## config.mk

```make
export PLATFORM = sky130hd
export DESIGN_NAME = ulpi_rx_top
export DESIGN_NICKNAME = d
export VERILOG_FILES = /design/src/logic/usb_rx_pkg.sv /design/src/logic/ulpi_phy_input.sv /design/src/logic/ulpi_decoder.sv /design/src/logic/usb_packet_buffer.sv /design/src/logic/ulpi_rx_top.sv
export VERILOG_INCLUDE_DIRS = /design/src /design/src/logic
export SDC_FILE = /design/constraint.sdc
export NUM_CORES = 1
export LEC_CHECK = 0
export BUFFER_PORTS_ARGS = -buffer_cell sky130_fd_sc_hd__buf_4
export CAP_MARGIN = 30
export CORE_AREA = 2 2 226 228
export CTS_CLUSTER_DIAMETER = 120
export CTS_CLUSTER_SIZE = 30
export DETAILED_ROUTE_END_ITERATION = 10
export DIE_AREA = 0 0 228 230
export GPL_TIMING_DRIVEN = 0
export HOLD_SLACK_MARGIN = 0.05
export PLACE_DENSITY = 0.66
export SETUP_SLACK_MARGIN = 0.4
export SYNTH_ARGS = -nofsm -noshare
export SYNTH_HDL_FRONTEND = slang
export SYNTH_SLANG_ARGS = --single-unit
```

## constraint.sdc

```tcl
create_clock -name clock -period 7.67 [get_ports clock]
set_input_delay 0.3835 -clock clock [delete_from_list [all_inputs] [get_ports clock]]
set_output_delay 0.3835 -clock clock [all_outputs]
set_load 0.01 [all_outputs]
```

## src/logic/usb_rx_defs.svh

```systemverilog
`ifndef USB_RX_DEFS_SVH
`define USB_RX_DEFS_SVH

// Payload buffer size in bytes
`define ULPI_RX_BUF_DEPTH 64

// Buffer address width, log2 of the depth
`define ULPI_RX_BUF_AW 6

// CRC16 register contents after a good data packet, CRC bytes included.
// The register is kept in the reflected (LSB first) form, so this is the
// bit reverse of the 16'h800d residue given in the USB spec
`define USB_CRC16_RESIDUE 16'hb001

// RX_CMD bits 5:4 while the PHY is receiving a packet
`define ULPI_RXCMD_ACTIVE 2'b01

`endif

```

## src/logic/usb_crc.svh

```systemverilog
`ifndef USB_CRC_SVH
`define USB_CRC_SVH

// USB CRC5 over the 11 token bits, sent LSB first.
// Returns the complemented CRC in the order it sits in bits 7:3
// of the second token byte
function automatic logic [4:0] crc5(input logic [10:0] d);
  logic [4:0] r;
  r = 5'h1f;
  for (int i = 0; i < 11; i++) begin
    if (r[0] ^ d[i]) begin
      r = (r >> 1) ^ 5'h14;
    end else begin
      r = r >> 1;
    end
  end
  return ~r;
endfunction

// One byte step of the reflected USB CRC16, start from 16'hffff.
// A sender transmits the complement of the result, low byte first
function automatic logic [15:0] crc16(input logic [7:0] d, input logic [15:0] c);
  logic [15:0] r;
  r = c;
  for (int i = 0; i < 8; i++) begin
    if (r[0] ^ d[i]) begin
      r = (r >> 1) ^ 16'ha001;
    end else begin
      r = r >> 1;
    end
  end
  return r;
endfunction

`endif

```

## src/logic/usb_rx_pkg.sv

```systemverilog
`include "usb_rx_defs.svh"

package usb_rx_pkg;

  // USB PIDs, low nibble of the PID byte
  typedef enum logic [3:0] {
    PID_OUT   = 4'b0001,
    PID_IN    = 4'b1001,
    PID_SOF   = 4'b0101,
    PID_SETUP = 4'b1101,
    PID_DATA0 = 4'b0011,
    PID_DATA1 = 4'b1011,
    PID_ACK   = 4'b0010,
    PID_NAK   = 4'b1010,
    PID_STALL = 4'b1110,
    PID_PING  = 4'b0100
  } usb_pid_e;

  // PID type from its two low bits
  typedef enum logic [1:0] {
    GRP_SPECIAL   = 2'b00,
    GRP_TOKEN     = 2'b01,
    GRP_HANDSHAKE = 2'b10,
    GRP_DATA      = 2'b11
  } pid_group_e;

  typedef enum logic [1:0] {
    RX_IDLE,
    RX_PID,
    RX_BODY
  } rx_state_e;

  // Registered ULPI pins
  typedef struct packed {
    logic       dir;
    logic       nxt;
    logic [7:0] data;
  } ulpi_bus_t;

  // Fields of the last RX_CMD byte
  typedef struct packed {
    logic [1:0] line_state;
    logic [1:0] vbus_state;
    logic [1:0] rx_event;
  } phy_status_t;

  typedef struct packed {
    logic       valid;
    logic       keep;
    logic       last;
    usb_pid_e   pid;
    logic [7:0] data;
  } usb_stream_t;

  // For SOF, {endp, addr} is the frame number
  typedef struct packed {
    usb_pid_e   pid;
    logic [6:0] addr;
    logic [3:0] endp;
  } usb_token_t;

  typedef struct packed {
    usb_pid_e                  pid;
    logic [`ULPI_RX_BUF_AW:0]  length;
  } usb_pkt_info_t;

endpackage

```

## src/logic/ulpi_phy_input.sv

```systemverilog
`timescale 1ns/1ps

module ulpi_phy_input (
  input  logic                    clock,
  input  logic                    reset,
  input  logic                    ulpi_dir_i,
  input  logic                    ulpi_nxt_i,
  input  logic [7:0]              ulpi_data_i,
  output usb_rx_pkg::ulpi_bus_t   bus_o,
  output logic                    ibuf_dir_o,
  output usb_rx_pkg::phy_status_t phy_status_o
);

  logic       dir_q;
  logic       nxt_q;
  logic [7:0] data_q;
  logic       dir_prev_q;
  logic       rx_cmd;

  usb_rx_pkg::phy_status_t status_q;

  // Pin flops, as the IOB registers would be
  always_ff @(posedge clock) begin
    if (reset) begin
      dir_q      <= 1'b0;
      nxt_q      <= 1'b0;
      dir_prev_q <= 1'b0;
    end else begin
      dir_q      <= ulpi_dir_i;
      nxt_q      <= ulpi_nxt_i;
      dir_prev_q <= dir_q;
    end
  end

  always_ff @(posedge clock) begin
    data_q <= ulpi_data_i;
  end

  // Status byte: PHY owns the bus, no nxt, and not a turnaround cycle
  assign rx_cmd = dir_q && !nxt_q && dir_prev_q;

  always_ff @(posedge clock) begin
    if (reset) begin
      status_q <= '0;
    end else if (rx_cmd) begin
      status_q.line_state <= data_q[1:0];
      status_q.vbus_state <= data_q[3:2];
      status_q.rx_event   <= data_q[5:4];
    end
  end

  assign bus_o.dir    = dir_q;
  assign bus_o.nxt    = nxt_q;
  assign bus_o.data   = data_q;
  // Unregistered dir lets the decoder see the end of a packet a cycle early
  assign ibuf_dir_o   = ulpi_dir_i;
  assign phy_status_o = status_q;

endmodule

```

## src/logic/ulpi_decoder.sv

```systemverilog
`timescale 1ns/1ps
`include "usb_rx_defs.svh"

module ulpi_decoder (
  input  logic                    clock,
  input  logic                    reset,
  input  usb_rx_pkg::ulpi_bus_t   bus_i,
  input  logic                    ibuf_dir_i,
  output usb_rx_pkg::usb_stream_t stream_o,
  output usb_rx_pkg::usb_token_t  token_o,
  output logic                    tok_recv_o,
  output logic                    sof_recv_o,
  output logic                    hsk_recv_o,
  output usb_rx_pkg::usb_pid_e    hsk_pid_o,
  output logic                    data_good_o,
  output logic                    crc_error_o,
  output logic                    crc_valid_o,
  output logic                    decode_idle_o
);

  `include "usb_crc.svh"

  usb_rx_pkg::rx_state_e  state_q;
  usb_rx_pkg::usb_pid_e   pid_q;
  usb_rx_pkg::usb_pid_e   pid_in;
  usb_rx_pkg::pid_group_e grp_q;
  usb_rx_pkg::usb_token_t token_q;
  usb_rx_pkg::usb_pid_e   hsk_pid_q;

  logic        dir_q;
  logic        pid_ok_q;
  logic [7:0]  hold_q;
  logic [15:0] tok_data_q;
  logic [1:0]  tok_cnt_q;
  logic [15:0] crc16_q;

  // Stream beat registers
  logic        st_valid_q;
  logic        st_keep_q;
  logic        st_last_q;
  logic [7:0]  st_data_q;

  // Result strobes
  logic tok_recv_q;
  logic sof_recv_q;
  logic hsk_end_q;
  logic hsk_recv_q;
  logic data_good_q;
  logic crc_error_q;
  logic crc_valid_q;

  logic rx_byte;
  logic rx_end;
  logic in_pkt;
  logic pkt_end;
  logic accept_pid;
  logic body_byte;
  logic is_tok;
  logic is_sof;
  logic is_data;
  logic is_hsk;
  logic tok_good;
  logic crc16_ok;

  // Skip the turnaround cycle after dir rises
  assign rx_byte = bus_i.dir && bus_i.nxt && dir_q;

  // RxActive dropped in an RX_CMD, or the PHY released the bus
  assign rx_end = (bus_i.dir && !bus_i.nxt && dir_q &&
                   bus_i.data[5:4] != `ULPI_RXCMD_ACTIVE) ||
                  (!ibuf_dir_i && bus_i.dir);

  assign in_pkt     = state_q != usb_rx_pkg::RX_IDLE;
  assign pkt_end    = in_pkt && rx_end;
  assign accept_pid = !in_pkt && rx_byte && !rx_end;
  assign body_byte  = in_pkt && rx_byte && !rx_end;

  assign pid_in = usb_rx_pkg::usb_pid_e'(bus_i.data[3:0]);
  assign grp_q  = usb_rx_pkg::pid_group_e'(pid_q[1:0]);

  // Packet kind, only for a PID that matched its complement
  assign is_tok  = pid_ok_q && (grp_q == usb_rx_pkg::GRP_TOKEN ||
                                pid_q == usb_rx_pkg::PID_PING);
  assign is_sof  = pid_ok_q && pid_q == usb_rx_pkg::PID_SOF;
  assign is_data = pid_ok_q && grp_q == usb_rx_pkg::GRP_DATA;
  assign is_hsk  = pid_ok_q && grp_q == usb_rx_pkg::GRP_HANDSHAKE;

  // Exactly two bytes after the PID, CRC5 in bits 15:11
  assign tok_good = tok_cnt_q == 2'd2 && crc5(tok_data_q[10:0]) == tok_data_q[15:11];
  assign crc16_ok = crc16_q == `USB_CRC16_RESIDUE;

  always_ff @(posedge clock) begin
    if (reset) begin
      dir_q      <= 1'b0;
      state_q    <= usb_rx_pkg::RX_IDLE;
      pid_ok_q   <= 1'b0;
      tok_cnt_q  <= 2'd0;
      st_valid_q <= 1'b0;
      st_keep_q  <= 1'b0;
      st_last_q  <= 1'b0;
    end else begin
      dir_q      <= bus_i.dir;
      st_valid_q <= 1'b0;
      st_keep_q  <= 1'b0;
      st_last_q  <= 1'b0;
      if (accept_pid) begin
        state_q   <= usb_rx_pkg::RX_PID;
        pid_ok_q  <= bus_i.data[3:0] == ~bus_i.data[7:4];
        tok_cnt_q <= 2'd0;
      end else if (pkt_end) begin
        state_q    <= usb_rx_pkg::RX_IDLE;
        st_valid_q <= pid_ok_q;
        st_last_q  <= 1'b1;
      end else if (body_byte) begin
        state_q    <= usb_rx_pkg::RX_BODY;
        // Held byte goes out now, the PID byte without keep
        st_valid_q <= pid_ok_q;
        st_keep_q  <= state_q == usb_rx_pkg::RX_BODY;
        if (tok_cnt_q != 2'd3) begin
          tok_cnt_q <= tok_cnt_q + 2'd1;
        end
      end
    end
  end

  always_ff @(posedge clock) begin
    if (accept_pid) begin
      pid_q <= pid_in;
    end
    if (rx_byte) begin
      hold_q <= bus_i.data;
    end
    if (body_byte) begin
      st_data_q <= hold_q;
      if (tok_cnt_q == 2'd0) begin
        tok_data_q[7:0] <= bus_i.data;
      end else if (tok_cnt_q == 2'd1) begin
        tok_data_q[15:8] <= bus_i.data;
      end
    end
    // Running CRC16 over everything after the PID
    if (!in_pkt) begin
      crc16_q <= 16'hffff;
    end else if (body_byte) begin
      crc16_q <= crc16(bus_i.data, crc16_q);
    end
    if (pkt_end && is_tok) begin
      token_q.pid  <= pid_q;
      token_q.addr <= tok_data_q[6:0];
      token_q.endp <= tok_data_q[10:7];
    end
    if (hsk_end_q) begin
      hsk_pid_q <= pid_q;
    end
  end

  always_ff @(posedge clock) begin
    if (reset) begin
      tok_recv_q  <= 1'b0;
      sof_recv_q  <= 1'b0;
      hsk_end_q   <= 1'b0;
      hsk_recv_q  <= 1'b0;
      data_good_q <= 1'b0;
      crc_error_q <= 1'b0;
      crc_valid_q <= 1'b0;
    end else begin
      tok_recv_q  <= pkt_end && is_tok && !is_sof && tok_good;
      sof_recv_q  <= pkt_end && is_sof && tok_good;
      data_good_q <= pkt_end && is_data && crc16_ok;
      crc_valid_q <= pkt_end && ((is_tok && tok_good) || (is_data && crc16_ok));
      crc_error_q <= pkt_end && ((is_tok && !tok_good) || (is_data && !crc16_ok));
      // Handshake is a lone PID byte
      hsk_end_q   <= pkt_end && is_hsk && state_q == usb_rx_pkg::RX_PID;
      hsk_recv_q  <= hsk_end_q;
    end
  end

  assign stream_o.valid = st_valid_q;
  assign stream_o.keep  = st_keep_q;
  assign stream_o.last  = st_last_q;
  assign stream_o.pid   = pid_q;
  assign stream_o.data  = st_data_q;

  assign token_o       = token_q;
  assign tok_recv_o    = tok_recv_q;
  assign sof_recv_o    = sof_recv_q;
  assign hsk_recv_o    = hsk_recv_q;
  assign hsk_pid_o     = hsk_pid_q;
  assign data_good_o   = data_good_q;
  assign crc_error_o   = crc_error_q;
  assign crc_valid_o   = crc_valid_q;
  assign decode_idle_o = !in_pkt;

endmodule

```

## src/logic/usb_packet_buffer.sv

```systemverilog
`timescale 1ns/1ps
`include "usb_rx_defs.svh"

module usb_packet_buffer #(
  parameter int DEPTH = `ULPI_RX_BUF_DEPTH
) (
  input  logic                        clock,
  input  logic                        reset,
  input  usb_rx_pkg::usb_stream_t     stream_i,
  input  logic                        data_good_i,
  output logic                        pkt_valid_o,
  output usb_rx_pkg::usb_pkt_info_t   pkt_info_o,
  input  logic [`ULPI_RX_BUF_AW-1:0]  rd_addr_i,
  output logic [7:0]                  rd_data_o
);

  logic [7:0] mem [DEPTH];
  logic [7:0] rd_data_q;

  logic [`ULPI_RX_BUF_AW:0] wr_cnt_q;
  logic [`ULPI_RX_BUF_AW:0] pay_len;
  logic                     is_data;
  logic                     pid_beat;
  logic                     wr_en;

  usb_rx_pkg::usb_pid_e      pkt_pid_q;
  usb_rx_pkg::usb_pkt_info_t info_q;
  logic                      pkt_valid_q;

  assign is_data  = usb_rx_pkg::pid_group_e'(stream_i.pid[1:0]) == usb_rx_pkg::GRP_DATA;
  assign pid_beat = stream_i.valid && !stream_i.keep && !stream_i.last;
  // Bytes past the end of memory are dropped
  assign wr_en    = stream_i.valid && stream_i.keep && is_data && wr_cnt_q < DEPTH;

  // The stream holds back the last byte of a packet, so only the first
  // CRC byte lands here
  assign pay_len = (wr_cnt_q == '0) ? '0 : wr_cnt_q - 1'b1;

  always_ff @(posedge clock) begin
    if (reset) begin
      wr_cnt_q <= '0;
    end else if (pid_beat) begin
      wr_cnt_q <= '0;
    end else if (wr_en) begin
      wr_cnt_q <= wr_cnt_q + 1'b1;
    end
  end

  always_ff @(posedge clock) begin
    if (wr_en) begin
      mem[wr_cnt_q[`ULPI_RX_BUF_AW-1:0]] <= stream_i.data;
    end
    if (pid_beat) begin
      pkt_pid_q <= stream_i.pid;
    end
    rd_data_q <= mem[rd_addr_i];
  end

  // Announce only packets whose CRC16 checked out
  always_ff @(posedge clock) begin
    if (reset) begin
      pkt_valid_q <= 1'b0;
    end else begin
      pkt_valid_q <= data_good_i;
    end
  end

  always_ff @(posedge clock) begin
    if (data_good_i) begin
      info_q.pid    <= pkt_pid_q;
      info_q.length <= pay_len;
    end
  end

  assign pkt_valid_o = pkt_valid_q;
  assign pkt_info_o  = info_q;
  assign rd_data_o   = rd_data_q;

endmodule

```

## src/logic/ulpi_rx_top.sv

```systemverilog
`timescale 1ns/1ps
`include "usb_rx_defs.svh"

module ulpi_rx_top (
  input  logic                        clock,
  input  logic                        reset,
  input  logic                        ulpi_dir_i,
  input  logic                        ulpi_nxt_i,
  input  logic [7:0]                  ulpi_data_i,
  output usb_rx_pkg::phy_status_t     phy_status_o,
  output usb_rx_pkg::usb_token_t      token_o,
  output logic                        tok_recv_o,
  output logic                        sof_recv_o,
  output logic                        hsk_recv_o,
  output usb_rx_pkg::usb_pid_e        hsk_pid_o,
  output logic                        crc_error_o,
  output logic                        crc_valid_o,
  output logic                        decode_idle_o,
  output logic                        pkt_valid_o,
  output usb_rx_pkg::usb_pkt_info_t   pkt_info_o,
  input  logic [`ULPI_RX_BUF_AW-1:0]  rd_addr_i,
  output logic [7:0]                  rd_data_o
);

  usb_rx_pkg::ulpi_bus_t   bus;
  usb_rx_pkg::usb_stream_t stream;
  logic                    ibuf_dir;
  logic                    data_good;

  ulpi_phy_input u_phy_input (
    .clock        (clock),
    .reset        (reset),
    .ulpi_dir_i   (ulpi_dir_i),
    .ulpi_nxt_i   (ulpi_nxt_i),
    .ulpi_data_i  (ulpi_data_i),
    .bus_o        (bus),
    .ibuf_dir_o   (ibuf_dir),
    .phy_status_o (phy_status_o)
  );

  ulpi_decoder u_decoder (
    .clock         (clock),
    .reset         (reset),
    .bus_i         (bus),
    .ibuf_dir_i    (ibuf_dir),
    .stream_o      (stream),
    .token_o       (token_o),
    .tok_recv_o    (tok_recv_o),
    .sof_recv_o    (sof_recv_o),
    .hsk_recv_o    (hsk_recv_o),
    .hsk_pid_o     (hsk_pid_o),
    .data_good_o   (data_good),
    .crc_error_o   (crc_error_o),
    .crc_valid_o   (crc_valid_o),
    .decode_idle_o (decode_idle_o)
  );

  usb_packet_buffer #(
    .DEPTH (`ULPI_RX_BUF_DEPTH)
  ) u_packet_buffer (
    .clock       (clock),
    .reset       (reset),
    .stream_i    (stream),
    .data_good_i (data_good),
    .pkt_valid_o (pkt_valid_o),
    .pkt_info_o  (pkt_info_o),
    .rd_addr_i   (rd_addr_i),
    .rd_data_o   (rd_data_o)
  );

endmodule

```

==> flow_summary.toml <==
[synthesis]
yosysMostFrequentCell = "edfxtp_1"
avgSynthCellArea_sq_um = 19.59
ys.flop_type = "edfxtp_1"
synthArstFlopShare_pct = 0
synth_cell_types = 53
muxShareOfSynthArea_pct = 12.03
synth_simple_gate_area_share_pct = 4.381
netlist_instances = 1261
synth_top_family_by_area = "multiplexers"
syn_area_sq_mm = 0.02471
yosysTopAreaCell = "edfxtp_1"
yosys.area.top_type_share_pct = 70.74
synth_fp_nets = 1286
synth_area_leaders = "edfxtp_1 71%, mux4_2 11%, dfxtp_1 5.2%"
synth_common_cells = "582 x edfxtp_1, 123 x mux4_2, 97 x nor2_1"
ys_warn_count = 0
synth_compound_area_share_pct = 3.773
synthAdderAreaFrac_pct = 0.3545
post_synth_xor_area_fraction_pct = 2.011
synth_edf_count = 582
ys_ff_latch = 646
synth-seq-area-share_pct = 75.92

[clock_tree]
htree_num_levels = 1
root_buffer = "clkbuf_16"
clock_sinks = 646
numCtsBuffers = 25
clkTransAtPathRegs_ns = 0.11
cts_tree = "yes"
cts_buffer_depth = 3
clk-insertion-delay-late_ns = 0.60

[global_routing]
grt_start_max_net_pins = 33
grt_use_total_pct = 19.91
grt_pass1_vias = 12220
antenna_found_initial = 0
grt_pass1_wl_um = 78110
grt_overflow = 0

[drt]
vias_per_cell = 5.841
num_vias = 12100
dr.pass1.iters = 7
drc = 0
wire_per_inst_um = 24.98
drtIter0Drc = 1254
drt-total-wl_um = 51730
ant_nets = 0

[critical_path]
crit_type = "reg2reg"
cp_cell_sequence = "nand2_1, nor3_2, nand4_1, nor2_1"
required_ns = 7.90
crit_path_end_kind = "register"
worst-path-buf-inv = 0
max_stage_delay_ns = 0.89
crit_fanout = 10
arrival_ns = 3.44
startpoint_type = "register"
cp_top_family = "simple AND/OR/NAND/NOR gates"
regToRegSetupSlack_ns = 4.46
worst_path_max_delay_cell = "nor2_1"

[cells_and_area]
synthToLayoutAreaGrowth_pct = 10.48
layout.nets = 1406
multi_input_area_sq_mm = 0.005575
antenna_cells = 0
drive_gt1_share_pct = 19.80
finish.utilization_pct = 54.74
regArea_sq_mm = 0.01876
n_fill_cell = 3904

[floorplan]
die_h_um = 230
die-area_sq_mm = 0.05244
initial_core_util_pct = 49.55
die_x_um = 228
pin_count = 69
core_area_sq_mm = 0.04986
rows = 82

[pwr]
leakagePower_nw = 8.680
powerDensity_mw_per_mm2 = 208.3
ir_drop_mv = 0.1668

[timing]
fin_setup_tns_ns = 0
slew_violations = 0
period_needed_ns = 3.208
worstMarginPinSlew_ns = 0.9166
maxSlewHeadroom_pct = 38.90
rsz0062_at_grt = "no"
hold_viol = 0
setup_violations = 0
finalCritPeriodShare_pct = 41.82
fin_skew_ns = 0.02305
fmax_mhz = 311.8

[placed_design]
port_buffers = 65
routabilityCongestion = 0.8140
dpl.hpwl_um = 35840

[status]
status = "finished, final reports clean"

[worst_hold_path]
hp-class = "in2reg"

[job]
cap_violations = 0
==> registers in the layout (all words and copies together), names as in the netlist, 6 cells and up <==
name and cells:
u_decoder.crc16_q 16, u_decoder.hold_q 8, u_decoder.st_data_q 8, u_decoder.tok_data_q 16, u_decoder.token_o 15, u_packet_buffer.mem 512, u_packet_buffer.pkt_info_o 11, u_packet_buffer.rd_data_o 8
u_packet_buffer.wr_cnt_q 7, u_phy_input.data_q 8, u_phy_input.phy_status_o 6
==> layout by cell type, fill, tap and decap left out, drive strengths merged, types with 4 or more instances in the layout <==
cell         instances
edfxtp             582
mux4               128
buf                114
nor2                98
clkbuf              72
dfxtp               64
nand2               52
xnor2               38
a22oi               37
a21oi               22
a22o                15
nor3                15
a221oi              14
nand3               13
xor2                11
nor2b               10
dlygate4sd3         10
o211ai               9
inv                  9
nand2b               8
o22ai                7
a211o                7
mux2i                7
ha                   7
nor4                 6
o21ai                5
or2                  4
nand4                4
nand3b               4
nor4b                4
==> path summary, 6_finish.rpt <==
kind                                               to  depth (start not counted)                                   start
max              u_packet_buffer.mem[44][3]$_DFFE_PP_                          4            u_decoder.pid_q[0]$_DFFE_PP_
min              u_packet_buffer.rd_data_o[6]$_DFF_P_                          2                            rd_addr_i[4]
max reg2reg      u_packet_buffer.mem[44][3]$_DFFE_PP_                          4            u_decoder.pid_q[0]$_DFFE_PP_
min reg2reg  u_packet_buffer.pkt_info_o[10]$_DFFE_PP_                          0  u_packet_buffer.pkt_pid_q[3]$_DFFE_PP_
==> stage by stage <==
step	cells	hold slack (ns)	area [sq um]	power (mW)	worst slack, ns
6_report	2071	0.07698	27290	5.686	4.462
5_1_grt	2071	0.06330	27290	5.850	4.157
4_1_cts	2071	0.06745	27290	5.718	4.435
3_5_place_dp	2016	0.4057	26480	4.122	4.431
3_3_place_gp	1998	0.4013	26040	4.120	4.034
2_1_floorplan	1261	0.4003	24710	4.038	5.129
==> timing repair <==
action	in CTS	in global routing
hold endpoints to repair	10	0
setup endpoints to repair	0	0
hold buffers	10	0
buffers inserted	0	0
resized for setup	0	0
==> power breakdown <==
group | internal [mW] | total [mW] | switching [mW]
registers | 3.78 | 3.79 | 0.00877
clock network | 0.633 | 1.64 | 1.01
logic | 0.121 | 0.253 | 0.132
total | 4.54 | 5.69 | 1.15
==> layer usage <==
metal,track usage [%],part of all wire [%],vias up
li1,-,-,5317
met1,29.40,44,6331
met2,31.75,47,403
met3,3.137,6.9,45
met4,4.310,1.8,0
met5,0,0,-
==> cells by family (layout without fill, tap and decap cells) <==
family	Yosys count	count (layout)
adder cells (fa/ha/maj)	7	7
buffers and inverters	67	205
AND/OR/NAND/NOR	233	233
XOR/XNOR	51	51
flip-flops	646	646
AO/OA/AOI/OAI	122	122
multiplexers	135	135
==> cell type report <==
cell class	count	area share (%)
Sequential cell	646	68.72
Multi-Input combinational cell	548	20.43
Timing Repair Buffer	93	3.773
Tap cell	672	3.080
Clock buffer	44	2.553
Buffer	59	1.274
Inverter	8	0.1100
Clock inverter	1	0.05959
No activity file was read; power rests on OpenSTA's default activity.
